[config.mk]
export PLATFORM = sky130hd
export DESIGN_NAME = mpad_engine_top
export DESIGN_NICKNAME = d
export VERILOG_FILES = /design/src/verilog/mpad_pkg.sv /design/src/verilog/mpad_coord_walker.sv /design/src/verilog/mpad_engine_top.sv /design/src/verilog/mpad_read_master.sv /design/src/verilog/mpad_sync_fifo.sv /design/src/verilog/mpad_write_master.sv
export SDC_FILE = /design/constraint.sdc
export NUM_CORES = 1
export LEC_CHECK = 0
export BUFFER_PORTS_ARGS = -buffer_cell sky130_fd_sc_hd__buf_4
export CAP_MARGIN = 20
export CORE_MARGIN = 1.5
export CORE_UTILIZATION = 60
export DETAILED_ROUTE_END_ITERATION = 6
export PLACE_DENSITY_LB_ADDON = 0.3
export SKIP_LAST_GASP = 1
export SYNTH_ARGS = -nofsm -noshare
export SYNTH_HDL_FRONTEND = slang
export SYNTH_HIERARCHICAL = 1
export SYNTH_SLANG_ARGS = --single-unit
[constraint.sdc]
create_clock -name clk -period 15.9 [get_ports clk]
set_input_delay 3.18 -clock clk [delete_from_list [all_inputs] [get_ports clk]]
set_output_delay 3.18 -clock clk [all_outputs]
set_load 0.01 [all_outputs]
[src/verilog/mpad_pkg.sv]
/*
 * Mirror-padding DMA engine shared definitions
 * Bus widths, fixed AXI field codes and the coordinate walker states
 */
package mpad_pkg;

    // Bus and field widths
    localparam int ADDR_W = 32;
    localparam int DATA_W = 32;
    localparam int MAT_W  = 6;   // Matrix size and coordinates, N+2 fits
    localparam int ID_W   = 4;

    // Fixed AXI attributes, single-beat word transfers only
    localparam logic [2:0] AXI_SIZE_4B    = 3'b010;
    localparam logic [1:0] AXI_BURST_INCR = 2'b01;
    localparam logic [3:0] AXI_LEN_SINGLE = 4'd0;

    // Address step between neighbouring words
    localparam int unsigned WORD_BYTES = 4;

    // Coordinate walker FSM
    typedef enum logic [1:0] {
        WALK_IDLE  = 2'd0,  // Waiting for start
        WALK_ISSUE = 2'd1,  // Handing out read requests
        WALK_DRAIN = 2'd2,  // All requests out, waiting on write acks
        WALK_DONE  = 2'd3   // Run finished, waits for start to drop
    } walk_state_e;

endpackage

[src/verilog/mpad_coord_walker.sv]
/*
 * Coordinate walker. Steps through the padded output matrix in row-major
 * order, maps each word to its mirrored source word and owns start/done.
 */
`timescale 1ns/10ps

module mpad_coord_walker (
    input  logic                         clk,
    input  logic                         rst_n,
    input  logic                         start_i,
    input  logic [mpad_pkg::ADDR_W-1:0]  src_addr_i,
    input  logic [mpad_pkg::ADDR_W-1:0]  dst_addr_i,
    input  logic [mpad_pkg::MAT_W-1:0]   mat_width_i,
    input  logic                         wr_ack_i,
    output logic                         req_valid_o,
    input  logic                         req_ready_i,
    output logic [mpad_pkg::ADDR_W-1:0]  req_src_addr_o,
    output logic [mpad_pkg::ADDR_W-1:0]  req_dst_addr_o,
    output logic                         done_o
);

    localparam int AW = mpad_pkg::ADDR_W;
    localparam int MW = mpad_pkg::MAT_W;
    localparam int CW = 2 * MW;  // Holds (N+2)^2

    mpad_pkg::walk_state_e state_q;

    logic [AW-1:0] src_base_q, dst_base_q;
    logic [MW-1:0] width_q;
    logic [MW-1:0] row_q, col_q;
    logic [CW-1:0] ack_cnt_q;
    logic          done_q;

    logic [MW-1:0] last_idx, side;
    logic [MW-1:0] src_row, src_col;
    logic [CW-1:0] total, ack_next;
    logic [AW-1:0] src_idx, dst_idx;
    logic          req_hs;

    // Maps a 0-based output index to its source index
    function automatic logic [MW-1:0] mirror(input logic [MW-1:0] k, input logic [MW-1:0] n);
        logic [MW-1:0] m;
        if (k == '0) begin
            m = MW'(1);
        end else if (k == n + MW'(1)) begin
            m = n - MW'(2);
        end else begin
            m = k - MW'(1);
        end
        return m;
    endfunction

    assign last_idx = width_q + MW'(1);
    assign side     = width_q + MW'(2);
    assign total    = CW'(side) * CW'(side);
    assign ack_next = ack_cnt_q + CW'(1);

    assign src_row = mirror(row_q, width_q);
    assign src_col = mirror(col_q, width_q);
    assign src_idx = AW'(src_row) * AW'(width_q) + AW'(src_col);
    assign dst_idx = AW'(row_q) * AW'(side) + AW'(col_q);

    assign req_valid_o    = (state_q == mpad_pkg::WALK_ISSUE);
    assign req_src_addr_o = src_base_q + src_idx * AW'(mpad_pkg::WORD_BYTES);
    assign req_dst_addr_o = dst_base_q + dst_idx * AW'(mpad_pkg::WORD_BYTES);
    assign req_hs         = req_valid_o & req_ready_i;
    assign done_o         = done_q;

    // Run configuration latched on start
    always_ff @(posedge clk) begin
        if (state_q == mpad_pkg::WALK_IDLE && start_i) begin
            src_base_q <= src_addr_i;
            dst_base_q <= dst_addr_i;
            width_q    <= mat_width_i;
        end
    end

    always_ff @(posedge clk) begin
        if (!rst_n) begin
            state_q   <= mpad_pkg::WALK_IDLE;
            row_q     <= '0;
            col_q     <= '0;
            ack_cnt_q <= '0;
            done_q    <= 1'b1;
        end else begin
            if (wr_ack_i) ack_cnt_q <= ack_next;

            case (state_q)
                mpad_pkg::WALK_IDLE: begin
                    if (start_i) begin
                        row_q     <= '0;
                        col_q     <= '0;
                        ack_cnt_q <= '0;
                        done_q    <= 1'b0;
                        state_q   <= mpad_pkg::WALK_ISSUE;
                    end
                end
                mpad_pkg::WALK_ISSUE: begin
                    if (req_hs) begin
                        if (col_q == last_idx) begin
                            col_q <= '0;
                            if (row_q == last_idx) state_q <= mpad_pkg::WALK_DRAIN;
                            else row_q <= row_q + MW'(1);
                        end else begin
                            col_q <= col_q + MW'(1);
                        end
                    end
                end
                mpad_pkg::WALK_DRAIN: begin
                    // Final B handshake closes the run
                    if (wr_ack_i && ack_next == total) begin
                        done_q  <= 1'b1;
                        state_q <= mpad_pkg::WALK_DONE;
                    end
                end
                default: begin
                    if (!start_i) state_q <= mpad_pkg::WALK_IDLE;  // Start must be seen low
                end
            endcase
        end
    end

endmodule

[src/verilog/mpad_engine_top.sv]
/*
 * Mirror-padding DMA engine top level. Reads an NxN matrix over AXI and
 * writes the (N+2)x(N+2) mirror-padded result back.
 */
`timescale 1ns/10ps

module mpad_engine_top #(
    parameter int FIFO_DEPTH = 4
) (
    input  logic                          clk,
    input  logic                          rst_n,
    input  logic [mpad_pkg::ADDR_W-1:0]   src_addr_i,
    input  logic [mpad_pkg::ADDR_W-1:0]   dst_addr_i,
    input  logic [mpad_pkg::MAT_W-1:0]    mat_width_i,
    input  logic                          start_i,
    output logic                          done_o,
    // AW channel
    output logic [mpad_pkg::ID_W-1:0]     awid_o,
    output logic [mpad_pkg::ADDR_W-1:0]   awaddr_o,
    output logic [3:0]                    awlen_o,
    output logic [2:0]                    awsize_o,
    output logic [1:0]                    awburst_o,
    output logic                          awvalid_o,
    input  logic                          awready_i,
    // W channel
    output logic [mpad_pkg::ID_W-1:0]     wid_o,
    output logic [mpad_pkg::DATA_W-1:0]   wdata_o,
    output logic [mpad_pkg::DATA_W/8-1:0] wstrb_o,
    output logic                          wlast_o,
    output logic                          wvalid_o,
    input  logic                          wready_i,
    // B channel, response code ignored
    input  logic [mpad_pkg::ID_W-1:0]     bid_i,
    input  logic [1:0]                    bresp_i,
    input  logic                          bvalid_i,
    output logic                          bready_o,
    // AR channel
    output logic [mpad_pkg::ID_W-1:0]     arid_o,
    output logic [mpad_pkg::ADDR_W-1:0]   araddr_o,
    output logic [3:0]                    arlen_o,
    output logic [2:0]                    arsize_o,
    output logic [1:0]                    arburst_o,
    output logic                          arvalid_o,
    input  logic                          arready_i,
    // R channel, single beat so rlast and rresp are not needed
    input  logic [mpad_pkg::ID_W-1:0]     rid_i,
    input  logic [mpad_pkg::DATA_W-1:0]   rdata_i,
    input  logic [1:0]                    rresp_i,
    input  logic                          rlast_i,
    input  logic                          rvalid_i,
    output logic                          rready_o
);

    logic                        req_valid, req_ready;
    logic [mpad_pkg::ADDR_W-1:0] req_src_addr, req_dst_addr;
    logic                        tag_push, data_push, pop, wr_ack;
    logic                        tag_empty, data_empty;
    logic [mpad_pkg::ADDR_W-1:0] tag_in, tag_out;
    logic [mpad_pkg::DATA_W-1:0] data_in, data_out;

    // Fixed single-beat word transfers, ID 0
    assign awid_o    = '0;
    assign awlen_o   = mpad_pkg::AXI_LEN_SINGLE;
    assign awsize_o  = mpad_pkg::AXI_SIZE_4B;
    assign awburst_o = mpad_pkg::AXI_BURST_INCR;
    assign wid_o     = '0;
    assign wstrb_o   = '1;   // Full word
    assign wlast_o   = 1'b1;
    assign arid_o    = '0;
    assign arlen_o   = mpad_pkg::AXI_LEN_SINGLE;
    assign arsize_o  = mpad_pkg::AXI_SIZE_4B;
    assign arburst_o = mpad_pkg::AXI_BURST_INCR;

    mpad_coord_walker u_walker (
        .clk(clk), .rst_n(rst_n),
        .start_i(start_i), .src_addr_i(src_addr_i), .dst_addr_i(dst_addr_i),
        .mat_width_i(mat_width_i), .wr_ack_i(wr_ack),
        .req_valid_o(req_valid), .req_ready_i(req_ready),
        .req_src_addr_o(req_src_addr), .req_dst_addr_o(req_dst_addr),
        .done_o(done_o)
    );

    mpad_read_master #(.FIFO_DEPTH(FIFO_DEPTH)) u_rd (
        .clk(clk), .rst_n(rst_n),
        .req_valid_i(req_valid), .req_src_addr_i(req_src_addr),
        .req_dst_addr_i(req_dst_addr), .req_ready_o(req_ready),
        .araddr_o(araddr_o), .arvalid_o(arvalid_o), .arready_i(arready_i),
        .rdata_i(rdata_i), .rvalid_i(rvalid_i), .rready_o(rready_o),
        .tag_push_o(tag_push), .tag_data_o(tag_in),
        .data_push_o(data_push), .data_o(data_in), .data_pop_i(pop)
    );

    // Destination addresses in AR order
    mpad_sync_fifo #(.DEPTH(FIFO_DEPTH), .WIDTH(mpad_pkg::ADDR_W)) tag_fifo (
        .clk(clk), .rst_n(rst_n),
        .push_i(tag_push), .push_data_i(tag_in),
        .pop_i(pop), .pop_data_o(tag_out),
        .empty_o(tag_empty), .full_o()
    );

    // Read words, same order as the tags
    mpad_sync_fifo #(.DEPTH(FIFO_DEPTH), .WIDTH(mpad_pkg::DATA_W)) data_fifo (
        .clk(clk), .rst_n(rst_n),
        .push_i(data_push), .push_data_i(data_in),
        .pop_i(pop), .pop_data_o(data_out),
        .empty_o(data_empty), .full_o()
    );

    mpad_write_master u_wr (
        .clk(clk), .rst_n(rst_n),
        .tag_empty_i(tag_empty), .tag_addr_i(tag_out),
        .data_empty_i(data_empty), .data_i(data_out), .pop_o(pop),
        .awaddr_o(awaddr_o), .awvalid_o(awvalid_o), .awready_i(awready_i),
        .wdata_o(wdata_o), .wvalid_o(wvalid_o), .wready_i(wready_i),
        .bvalid_i(bvalid_i), .bready_o(bready_o), .wr_ack_o(wr_ack)
    );

endmodule

[src/verilog/mpad_read_master.sv]
/*
 * Read master. Turns walker requests into single-beat AR transfers,
 * limits reads in flight and feeds the tag and data queues.
 */
`timescale 1ns/10ps

module mpad_read_master #(
    parameter int FIFO_DEPTH = 4
) (
    input  logic                         clk,
    input  logic                         rst_n,
    input  logic                         req_valid_i,
    input  logic [mpad_pkg::ADDR_W-1:0]  req_src_addr_i,
    input  logic [mpad_pkg::ADDR_W-1:0]  req_dst_addr_i,
    output logic                         req_ready_o,
    output logic [mpad_pkg::ADDR_W-1:0]  araddr_o,
    output logic                         arvalid_o,
    input  logic                         arready_i,
    input  logic [mpad_pkg::DATA_W-1:0]  rdata_i,
    input  logic                         rvalid_i,
    output logic                         rready_o,
    output logic                         tag_push_o,
    output logic [mpad_pkg::ADDR_W-1:0]  tag_data_o,
    output logic                         data_push_o,
    output logic [mpad_pkg::DATA_W-1:0]  data_o,
    input  logic                         data_pop_i
);

    localparam int CW = $clog2(FIFO_DEPTH) + 1;

    logic                        arvalid_q;
    logic [mpad_pkg::ADDR_W-1:0] araddr_q;
    logic [mpad_pkg::ADDR_W-1:0] tag_q;     // Destination of the pending AR
    logic [CW-1:0]               out_cnt_q; // Reads issued but not yet consumed
    logic                        req_hs, ar_hs;

    // One request slot, and never more reads out than the data queue holds
    assign req_ready_o = ~arvalid_q & (out_cnt_q < CW'(FIFO_DEPTH));
    assign req_hs      = req_valid_i & req_ready_o;
    assign ar_hs       = arvalid_q & arready_i;

    assign arvalid_o = arvalid_q;
    assign araddr_o  = araddr_q;

    // Data queue always has room thanks to the outstanding limit
    assign rready_o    = 1'b1;
    assign data_push_o = rvalid_i & rready_o;
    assign data_o      = rdata_i;

    assign tag_push_o = ar_hs;
    assign tag_data_o = tag_q;

    always_ff @(posedge clk) begin
        if (req_hs) begin
            araddr_q <= req_src_addr_i;
            tag_q    <= req_dst_addr_i;
        end
    end

    always_ff @(posedge clk) begin
        if (!rst_n) begin
            arvalid_q <= 1'b0;
            out_cnt_q <= '0;
        end else begin
            if (req_hs) arvalid_q <= 1'b1;
            else if (ar_hs) arvalid_q <= 1'b0;

            case ({ar_hs, data_pop_i})
                2'b10:   out_cnt_q <= out_cnt_q + CW'(1);
                2'b01:   out_cnt_q <= out_cnt_q - CW'(1);
                default: out_cnt_q <= out_cnt_q;  // None or both
            endcase
        end
    end

endmodule

[src/verilog/mpad_sync_fifo.sv]
/*
 * Synchronous FIFO, circular buffer with a fill count.
 * DEPTH must be a power of two.
 */
`timescale 1ns/10ps

module mpad_sync_fifo #(
    parameter int DEPTH = 4,
    parameter int WIDTH = 32
) (
    input  logic             clk,
    input  logic             rst_n,
    input  logic             push_i,
    input  logic [WIDTH-1:0] push_data_i,
    input  logic             pop_i,
    output logic [WIDTH-1:0] pop_data_o,
    output logic             empty_o,
    output logic             full_o
);

    localparam int PW = $clog2(DEPTH);

    logic [WIDTH-1:0] mem [DEPTH];
    logic [PW-1:0]    wr_ptr_q, rd_ptr_q;   // Wrap on their own
    logic [PW:0]      count_q;
    logic             do_push, do_pop;

    assign empty_o    = (count_q == '0);
    assign full_o     = (count_q == (PW+1)'(DEPTH));
    assign do_push    = push_i & ~full_o;
    assign do_pop     = pop_i & ~empty_o;
    assign pop_data_o = mem[rd_ptr_q];

    always_ff @(posedge clk) begin
        if (do_push) mem[wr_ptr_q] <= push_data_i;
    end

    always_ff @(posedge clk) begin
        if (!rst_n) begin
            wr_ptr_q <= '0;
            rd_ptr_q <= '0;
            count_q  <= '0;
        end else begin
            if (do_push) wr_ptr_q <= wr_ptr_q + PW'(1);
            if (do_pop) rd_ptr_q <= rd_ptr_q + PW'(1);

            if (do_push && !do_pop) count_q <= count_q + (PW+1)'(1);
            else if (do_pop && !do_push) count_q <= count_q - (PW+1)'(1);
        end
    end

endmodule

[src/verilog/mpad_write_master.sv]
/*
 * Write master. Takes a destination tag and its word from the queue heads
 * and runs one AW/W/B transaction at a time.
 */
`timescale 1ns/10ps

module mpad_write_master (
    input  logic                         clk,
    input  logic                         rst_n,
    input  logic                         tag_empty_i,
    input  logic [mpad_pkg::ADDR_W-1:0]  tag_addr_i,
    input  logic                         data_empty_i,
    input  logic [mpad_pkg::DATA_W-1:0]  data_i,
    output logic                         pop_o,
    output logic [mpad_pkg::ADDR_W-1:0]  awaddr_o,
    output logic                         awvalid_o,
    input  logic                         awready_i,
    output logic [mpad_pkg::DATA_W-1:0]  wdata_o,
    output logic                         wvalid_o,
    input  logic                         wready_i,
    input  logic                         bvalid_i,
    output logic                         bready_o,
    output logic                         wr_ack_o
);

    logic busy_q;      // Transaction open until its B response
    logic awvalid_q;
    logic wvalid_q;
    logic start;
    logic aw_hs, w_hs, b_hs;

    assign start = ~busy_q & ~tag_empty_i & ~data_empty_i;
    assign aw_hs = awvalid_q & awready_i;
    assign w_hs  = wvalid_q & wready_i;
    assign b_hs  = bvalid_i & bready_o;

    // Queue heads stay put until the pop at B, so they drive the bus directly
    assign awaddr_o  = tag_addr_i;
    assign wdata_o   = data_i;
    assign awvalid_o = awvalid_q;
    assign wvalid_o  = wvalid_q;

    // Response accepted once both address and data have gone out
    assign bready_o = busy_q & ~awvalid_q & ~wvalid_q;

    assign pop_o    = b_hs;
    assign wr_ack_o = b_hs;

    always_ff @(posedge clk) begin
        if (!rst_n) begin
            busy_q    <= 1'b0;
            awvalid_q <= 1'b0;
            wvalid_q  <= 1'b0;
        end else begin
            if (start) begin
                busy_q    <= 1'b1;
                awvalid_q <= 1'b1;
                wvalid_q  <= 1'b1;
            end else begin
                // AW and W finish independently
                if (aw_hs) awvalid_q <= 1'b0;
                if (w_hs) wvalid_q <= 1'b0;
                if (b_hs) busy_q <= 1'b0;
            end
        end
    end

endmodule
; ---- Yosys cells after proc, flatten, opt, wreduce, memory -nomap -nowiden
; Memory sizes are Yosys's and may differ from the RTL's. A register that Yosys moved wholly into a read port is not among the register bits.
; Cells that the tools add are included.
[word_totals]
ff_bits = 182
latch_bits = 0
ram_bits = 256
rom_bits = 0
inputBits = 123
out_inout_bits = 137
elab_cells = 161
mem_count = 2
[op_classes]
n_addsub = 22
multipliers = 3
div = 0
order_cmp = 1
n_eq_ne = 16
shift = 0
muxes = 46
n_bitwise = 22
n_reduce_logical = 28
[mem_list]
columns = name, depth, width, read_ports, rd_ports_with_merged_regs, write_ports, line_no
row1 = data_fifo.mem, 4, 32, 1, 1, 1, mpad_sync_fifo.sv:23  ; logic [WIDTH-1:0] mem [DEPTH];
row2 = tag_fifo.mem, 4, 32, 1, 1, 1, mpad_sync_fifo.sv:23
[ops]
columns = op, count
row1 = $add A32 B32 Y32, 2
row2 = $mux W6, 10
row3 = $mul A6 B6 Y12, 3
row4 = $mux W12, 3
row5 = $add A12 B6 Y13, 2
row6 = $pmux W6 S2, 2
row7 = $mux W2, 10
row8 = $add A6 B1 Y6 const B, 3
row9 = $reduce_bool A2 Y1, 9
row10 = $and A1 B1 Y1, 14
row11 = $mux W1, 14
row12 = $add A12 B1 Y12 const B, 1
row13 = $eq A12 B12 Y1, 1
row14 = $eq A6 B6 Y1, 2
row15 = $logic_not A6 Y1, 2
row16 = $mux W3, 4
row17 = $sub A6 B1 Y6 const B, 2
row18 = $ne A2 B2 Y1 const B, 5
row19 = $add A3 B1 Y3 const B, 3
row20 = $sub A3 B1 Y3 const B, 3
row21 = $add A2 B1 Y2 const B, 4
row22 = $not A1 Y1, 8
row23 = $add A6 B2 Y6 const B, 1
row24 = $eq A3 B3 Y1 const B, 2
row25 = other kinds (16), 28

; ---- Longest topological paths before layout
[depth]
word_depth = 8
ltp_mapped = 34
depth_no_buf = 31

; ---- Cells and area by module
; The synthesis kept the hierarchy.
[modules_own_cells]
columns = mod, instances, cells_each, area_each_um2, seq_area_each_um2
row1 = mpad_sync_fifo, 2, 215, 5147.4, 4023.9
row2 = mpad_coord_walker, 1, 1073, 10094.7, 2642.5
row3 = mpad_read_master, 1, 123, 2393.5, 2001.9
row4 = mpad_write_master, 1, 77, 620.6, 60.1
row5 = mpad_engine_top, 1, 37, 270.3, 0.0

; ---- Worst setup path before layout
; No wires, ideal clock.
[synth_timing]
path_kind = flip-flop to flip-flop
from = register u_walker.width_q[1]
to = register u_rd.araddr_q, in the netlist u_rd/araddr_o[27] (data pin)
setup_ps = 260
t_arrival_ps = 7276
required_time_ps = 15640
setup_slack_ps = 8364
path_stages_with_launch = 31
n_path_buf = 3
synth_period_minus_slack_ps = 7536
cell_sequence = edfxtp_1 clkbuf_1 inv_1 clkbuf_1 ha_1 xnor2_1 and3_1 nand4_4 buf_2 o21ai_0 nor2_1 nand2_1 fa_1 fa_1 inv_1 fa_1 inv_1 fa_1 inv_1 ha_1 a21oi_1 o21ai_0 a41oi_1 nor2b_1 xnor2_1 ha_1 a21oi_1 o21bai_1 a221oi_4 nor2_1 xor2_1
[synth_via]
elab_chain_cells = 7
elab_cells_between_ends = 11
cone_classes = add/sub: 4 / mul: 1 / eq/ne: 2 / mux: 4
[synth_rtl]
columns = element, line_no
row1 = from (decl), mpad_coord_walker.sv:29  ; logic [MW-1:0] width_q;
row2 = from (signal assigned), mpad_coord_walker.sv:74  ; width_q <= mat_width_i;
row3 = $add A6 B1 Y6, mpad_coord_walker.sv:45  ; end else if (k == n + MW'(1)) begin
row4 = $eq A6 B6 Y1, mpad_coord_walker.sv:45
row5 = $mux W6, mpad_coord_walker.sv:45
row6 = $mux W6, mpad_coord_walker.sv:43  ; if (k == '0) begin
row7 = $mul A6 B6 Y12, mpad_coord_walker.sv:60  ; assign src_idx = AW'(src_row) * AW'(width_q) + AW'(src_col);
row8 = $add A12 B6 Y13 *, mpad_coord_walker.sv:60
row9 = $add A32 B32 Y32 *, mpad_coord_walker.sv:64  ; assign req_src_addr_o = src_base_q + src_idx * AW'(mpad_pkg::WORD_BYTES);
row10 = via req_src_addr (one bit), mpad_engine_top.sv:55  ; logic [mpad_pkg::ADDR_W-1:0] req_src_addr, req_dst_addr;
row11 = to (signal assigned), mpad_read_master.sv:55  ; araddr_q <= req_src_addr_i;
row12 = to (decl), mpad_read_master.sv:32  ; logic [mpad_pkg::ADDR_W-1:0] araddr_q;
; Mark *: on every way through the listed nets, which the timed path passes. The rest lies on a longest branch.
; A chain may end at the register's enable or synchronous reset.

; ---- Final worst setup path
[layout_timing]
from = register u_walker.width_q[1]
to = register u_rd.araddr_q, in the netlist u_rd/araddr_o[19] (data pin)
; Same word-level chain as after synthesis.

==> qor.yml <==
power-per-cell-area_mw_per_mm2: 147
post_dp_cell_area_mm2: 0.0247
crit_end_element: "flop"
via_count_of_the_first_global_routing_pass: 13400
power_switching_mw: 1.21
fillCellCount: 2700
cts_repair_resize_count: 0
combPwrFrac_pct: 32.8
count_of_cell_types_in_the_netlist: 92
worstSetupEndpoint: "u_rd/araddr_o[19]"
cellInternalPower_mw: 2.61
synthesized_flop_and_latch_total: 442
pre_cts_ws_ps: 7540
routed-via-count: 13300
antenna_violation_net_count_after_detailed_routing: 0
grt_antenna_before_repair: 0
timing.rr.start: "u_walker/width_q[1]"
grt_pass1_wl_mm: 70.7
yosys.area.top_type_share_pct: 49.5
fraction_of_final_layout_cells_sized_beyond_drive_strength_1_pct: 20.4
seq_power_share_pct: 42.1
clk_transition_reported_paths_ps: 60
number_of_optimization_iterations_in_the_first_detailed_route_pass: 5
wl_per_cell_um: 18.5
postSynth.asyncResetShare_pct: 0
route.detailed.vias_per_inst: 5.55
effective_utilization_at_floorplan_pct: 61.0
finalNetCount: 2167
min_path_type: "reg -> reg"
grt_setup_unrepaired: "no"
ratio_of_final_minimum_period_to_clock_period_pct: 53.0
synthesis.yosys.warnings: 6
critPathArrivalTime_ps: 8720
postCtsSetupBuffers: 0
synth_sequential_area_ratio_pct: 53.9
outcome: "complete, no violations"
switching_share_pct: 31.7
detail_route.iter0.violations: 817
worst-slew-pin-transition_ps: 913
netlist_instances: 1740
final.setup.tns_ps: 0
floorplan.die.height_um: 202
fp-row-count: 72
number_of_buffers_created_by_cts: 44
cts_hold_buf: 0
area.growth.synth_to_final_pct: 10.1
grt_start_max_net_pins: 66
timing.critical_path.slowest_stage_cell: "a21oi_1"
deepest_clock_path_buffer_count: 3
critPathTopFamily: "adder cells"
worstReg2RegEnd: "u_rd/araddr_o[19]"
fmaxAchievable_mhz: 119
reg2reg_setup_slack_ps: 7470
minimum_clock_period_after_layout_ps: 8430
critPathMaxStageDelay_ps: 650
rd_place_congestion: 0.865
core_area_mm2: 0.0388
die_width_um: 202
synthDominantAreaCellType: "edfxtp_1"
cts-root-buf: "clkbuf_16"
fp.dieArea_mm2: 0.0407
worst_slack_ps: 7470
final_cell_area_mm2: 0.0261
syn_area_mm2: 0.0237
critPathKind: "reg -> reg"
timing.reg2reg.worst_path_depth: 29
clock-sinks: 442
leakage_nw: 10.3
crit_required_ps: 16190
globalRouteOverflowTotal: 0
worst_slew_margin_rel_pct: 39.1
critical_path_depth: 29
n_antenna_cell: 0
finalClockSkew_ps: 10.9
boundaryPins: 260
synth_edf_count: 390
max_cap_viol_count: 0
buffer_ports.inserted: 210
synthMostInstantiatedCell: "edfxtp_1"
list_of_most_frequent_post_synthesis_cells: "390 x edfxtp_1, 141 x buf_4, 138 x ha_1, 106 x nand2_1, 104 x inv_1"
ir_drop_mv: 0.124
setup-violations-final: 0
report.final.slew_viol_count: 0
drc_errors: 0
yosys-top-cells-area: "edfxtp_1 49%, ha_1 7.3%, mux4_2 5.7%"
hpwlAfterDp_mm: 30.3
worstSetupStartpoint: "u_walker/width_q[1]"
critPathBufInv: 5
finalHoldViolations: 0
groute.usage.overall_pct: 22.1
synth-main-ff-cell: "edfxtp_1"
critical_path.startpoint_type: "flop"
postRouteWirelength_mm: 44.5
crit_path_max_fanout: 15
clock_tree.htree_level_count: 2
final_core_util_pct: 67.1
clockPowerShare_pct: 25.1
cts_tree: "built"
avgSynthCellArea_um2: 13.6
fin_total_pwr_mw: 3.82
clk-insertion-delay-late_ps: 550
[per-stage QoR]
step                hold WS, ps  instances
finish                      419       2402
global route                439       2402
CTS                         420       2402
detailed placement          405       2325
global placement            401       2325
floorplan                   457       1773
[worst min-delay path by stage]
stage	startpoint	end	slack, ps	depth (start not counted)
floorplan	u_rd/out_cnt_q[2]	u_rd/out_cnt_q[2]	460	2
global placement	u_walker/src_base_q[0]	u_rd/araddr_o[0]	400	0
detailed placement	u_walker/dst_base_q[1]	u_rd/tag_data_o[1]	410	0
CTS	u_walker/src_base_q[1]	u_rd/araddr_o[1]	420	0
global route	u_walker/src_base_q[0]	u_rd/araddr_o[0]	440	0
finish	u_walker/src_base_q[1]	u_rd/araddr_o[1]	420	0
[sequential cells by signal, indices dropped and copies added (netlist names), 2 cells and up, named ones only]
name,flops
data_fifo/wr_ptr_q,2
u_walker/ack_cnt_q,12
data_fifo/count_q,3
tag_fifo/wr_ptr_q,2
u_walker/src_base_q,32
data_fifo/mem,128
u_walker/width_q,6
u_rd/araddr_o,32
tag_fifo/count_q,3
u_rd/out_cnt_q,3
data_fifo/rd_ptr_q,2
u_rd/tag_data_o,32
tag_fifo/mem,128
u_walker/state_q,2
u_walker/dst_base_q,32
u_walker/col_q,6
u_walker/row_q,6
tag_fifo/rd_ptr_q,2
[cell type report]
type | instances | area [um^2] | area share (%)
tap | 518 | 648 | 2.49
inverter | 105 | 394 | 1.51
clock inverter | 17 | 145 | 0.557
multi-input combinational | 1032 | 9230 | 35.4
sequential | 442 | 12800 | 49.0
timing repair buffer | 228 | 1710 | 6.57
clock buffer | 60 | 1170 | 4.49
[cell families (layout without fill, tap and decap cells)]
group	Yosys count	in the layout	share of synthesized area [%]
buffers and inverters	299	410	7.68
adders and majority gates	191	191	11.8
AOI/OAI and AO/OA	170	170	5.01
DFF	442	442	53.9
muxes	75	75	6.62
and+or+nand+nor	425	425	9.50
other	3	36	0.0476
xor gates and xnor gates	135	135	5.50
[cell usage in the layout (no fill, tap or decap), drive strengths merged, types with 12 or more instances in the layout]
master	n
conb	36
a21oi	45
nand4	18
ha	138
buf	228
xor2	49
and3	17
nand3	32
edfxtp	390
nor3b	12
clkbuf	60
a21o	12
fa	53
nor2b	25
mux4	64
nor3	34
o21ai	38
dfxtp	52
nor2	81
and2	50
clkinv	13
nand2	106
inv	107
xnor2	78
[power by group through the flow]
stage / sequential, mW / clock (mW) / combinational (mW)
floorplan: 1.61 / 0 / 0.984
global placement: 1.61 / 0 / 1.22
detailed placement: 1.63 / 0 / 1.26
CTS: 1.61 / 0.981 / 1.27
global route: 1.62 / 1.02 / 1.40
finish: 1.61 / 0.957 / 1.25
[worst reg2reg max path: cells and delay by family (launching register included)]
| kind | cells | cell delay, ps |
|---|---|---|
| fa+ha+maj | 7 | 3080 |
| compound gates | 7 | 2230 |
| simple gates | 7 | 1360 |
| buf+inv | 5 | 770 |
| xor+xnor | 3 | 390 |
| flops | 1 | 350 |
[routing by layer]
metal | share of wire [%] | track usage, % | up-vias | wire, um
li1 | - | - | 6344 | -
met1 | 41 | 28.9 | 6576 | 18400
met2 | 52 | 38.6 | 345 | 23100
met3 | 4.7 | 3.48 | 60 | 2090
met4 | 2.0 | 5.76 | 0 | 901
met5 | 0 | 0 | - | 0
Power figures use the tool's default switching activity.
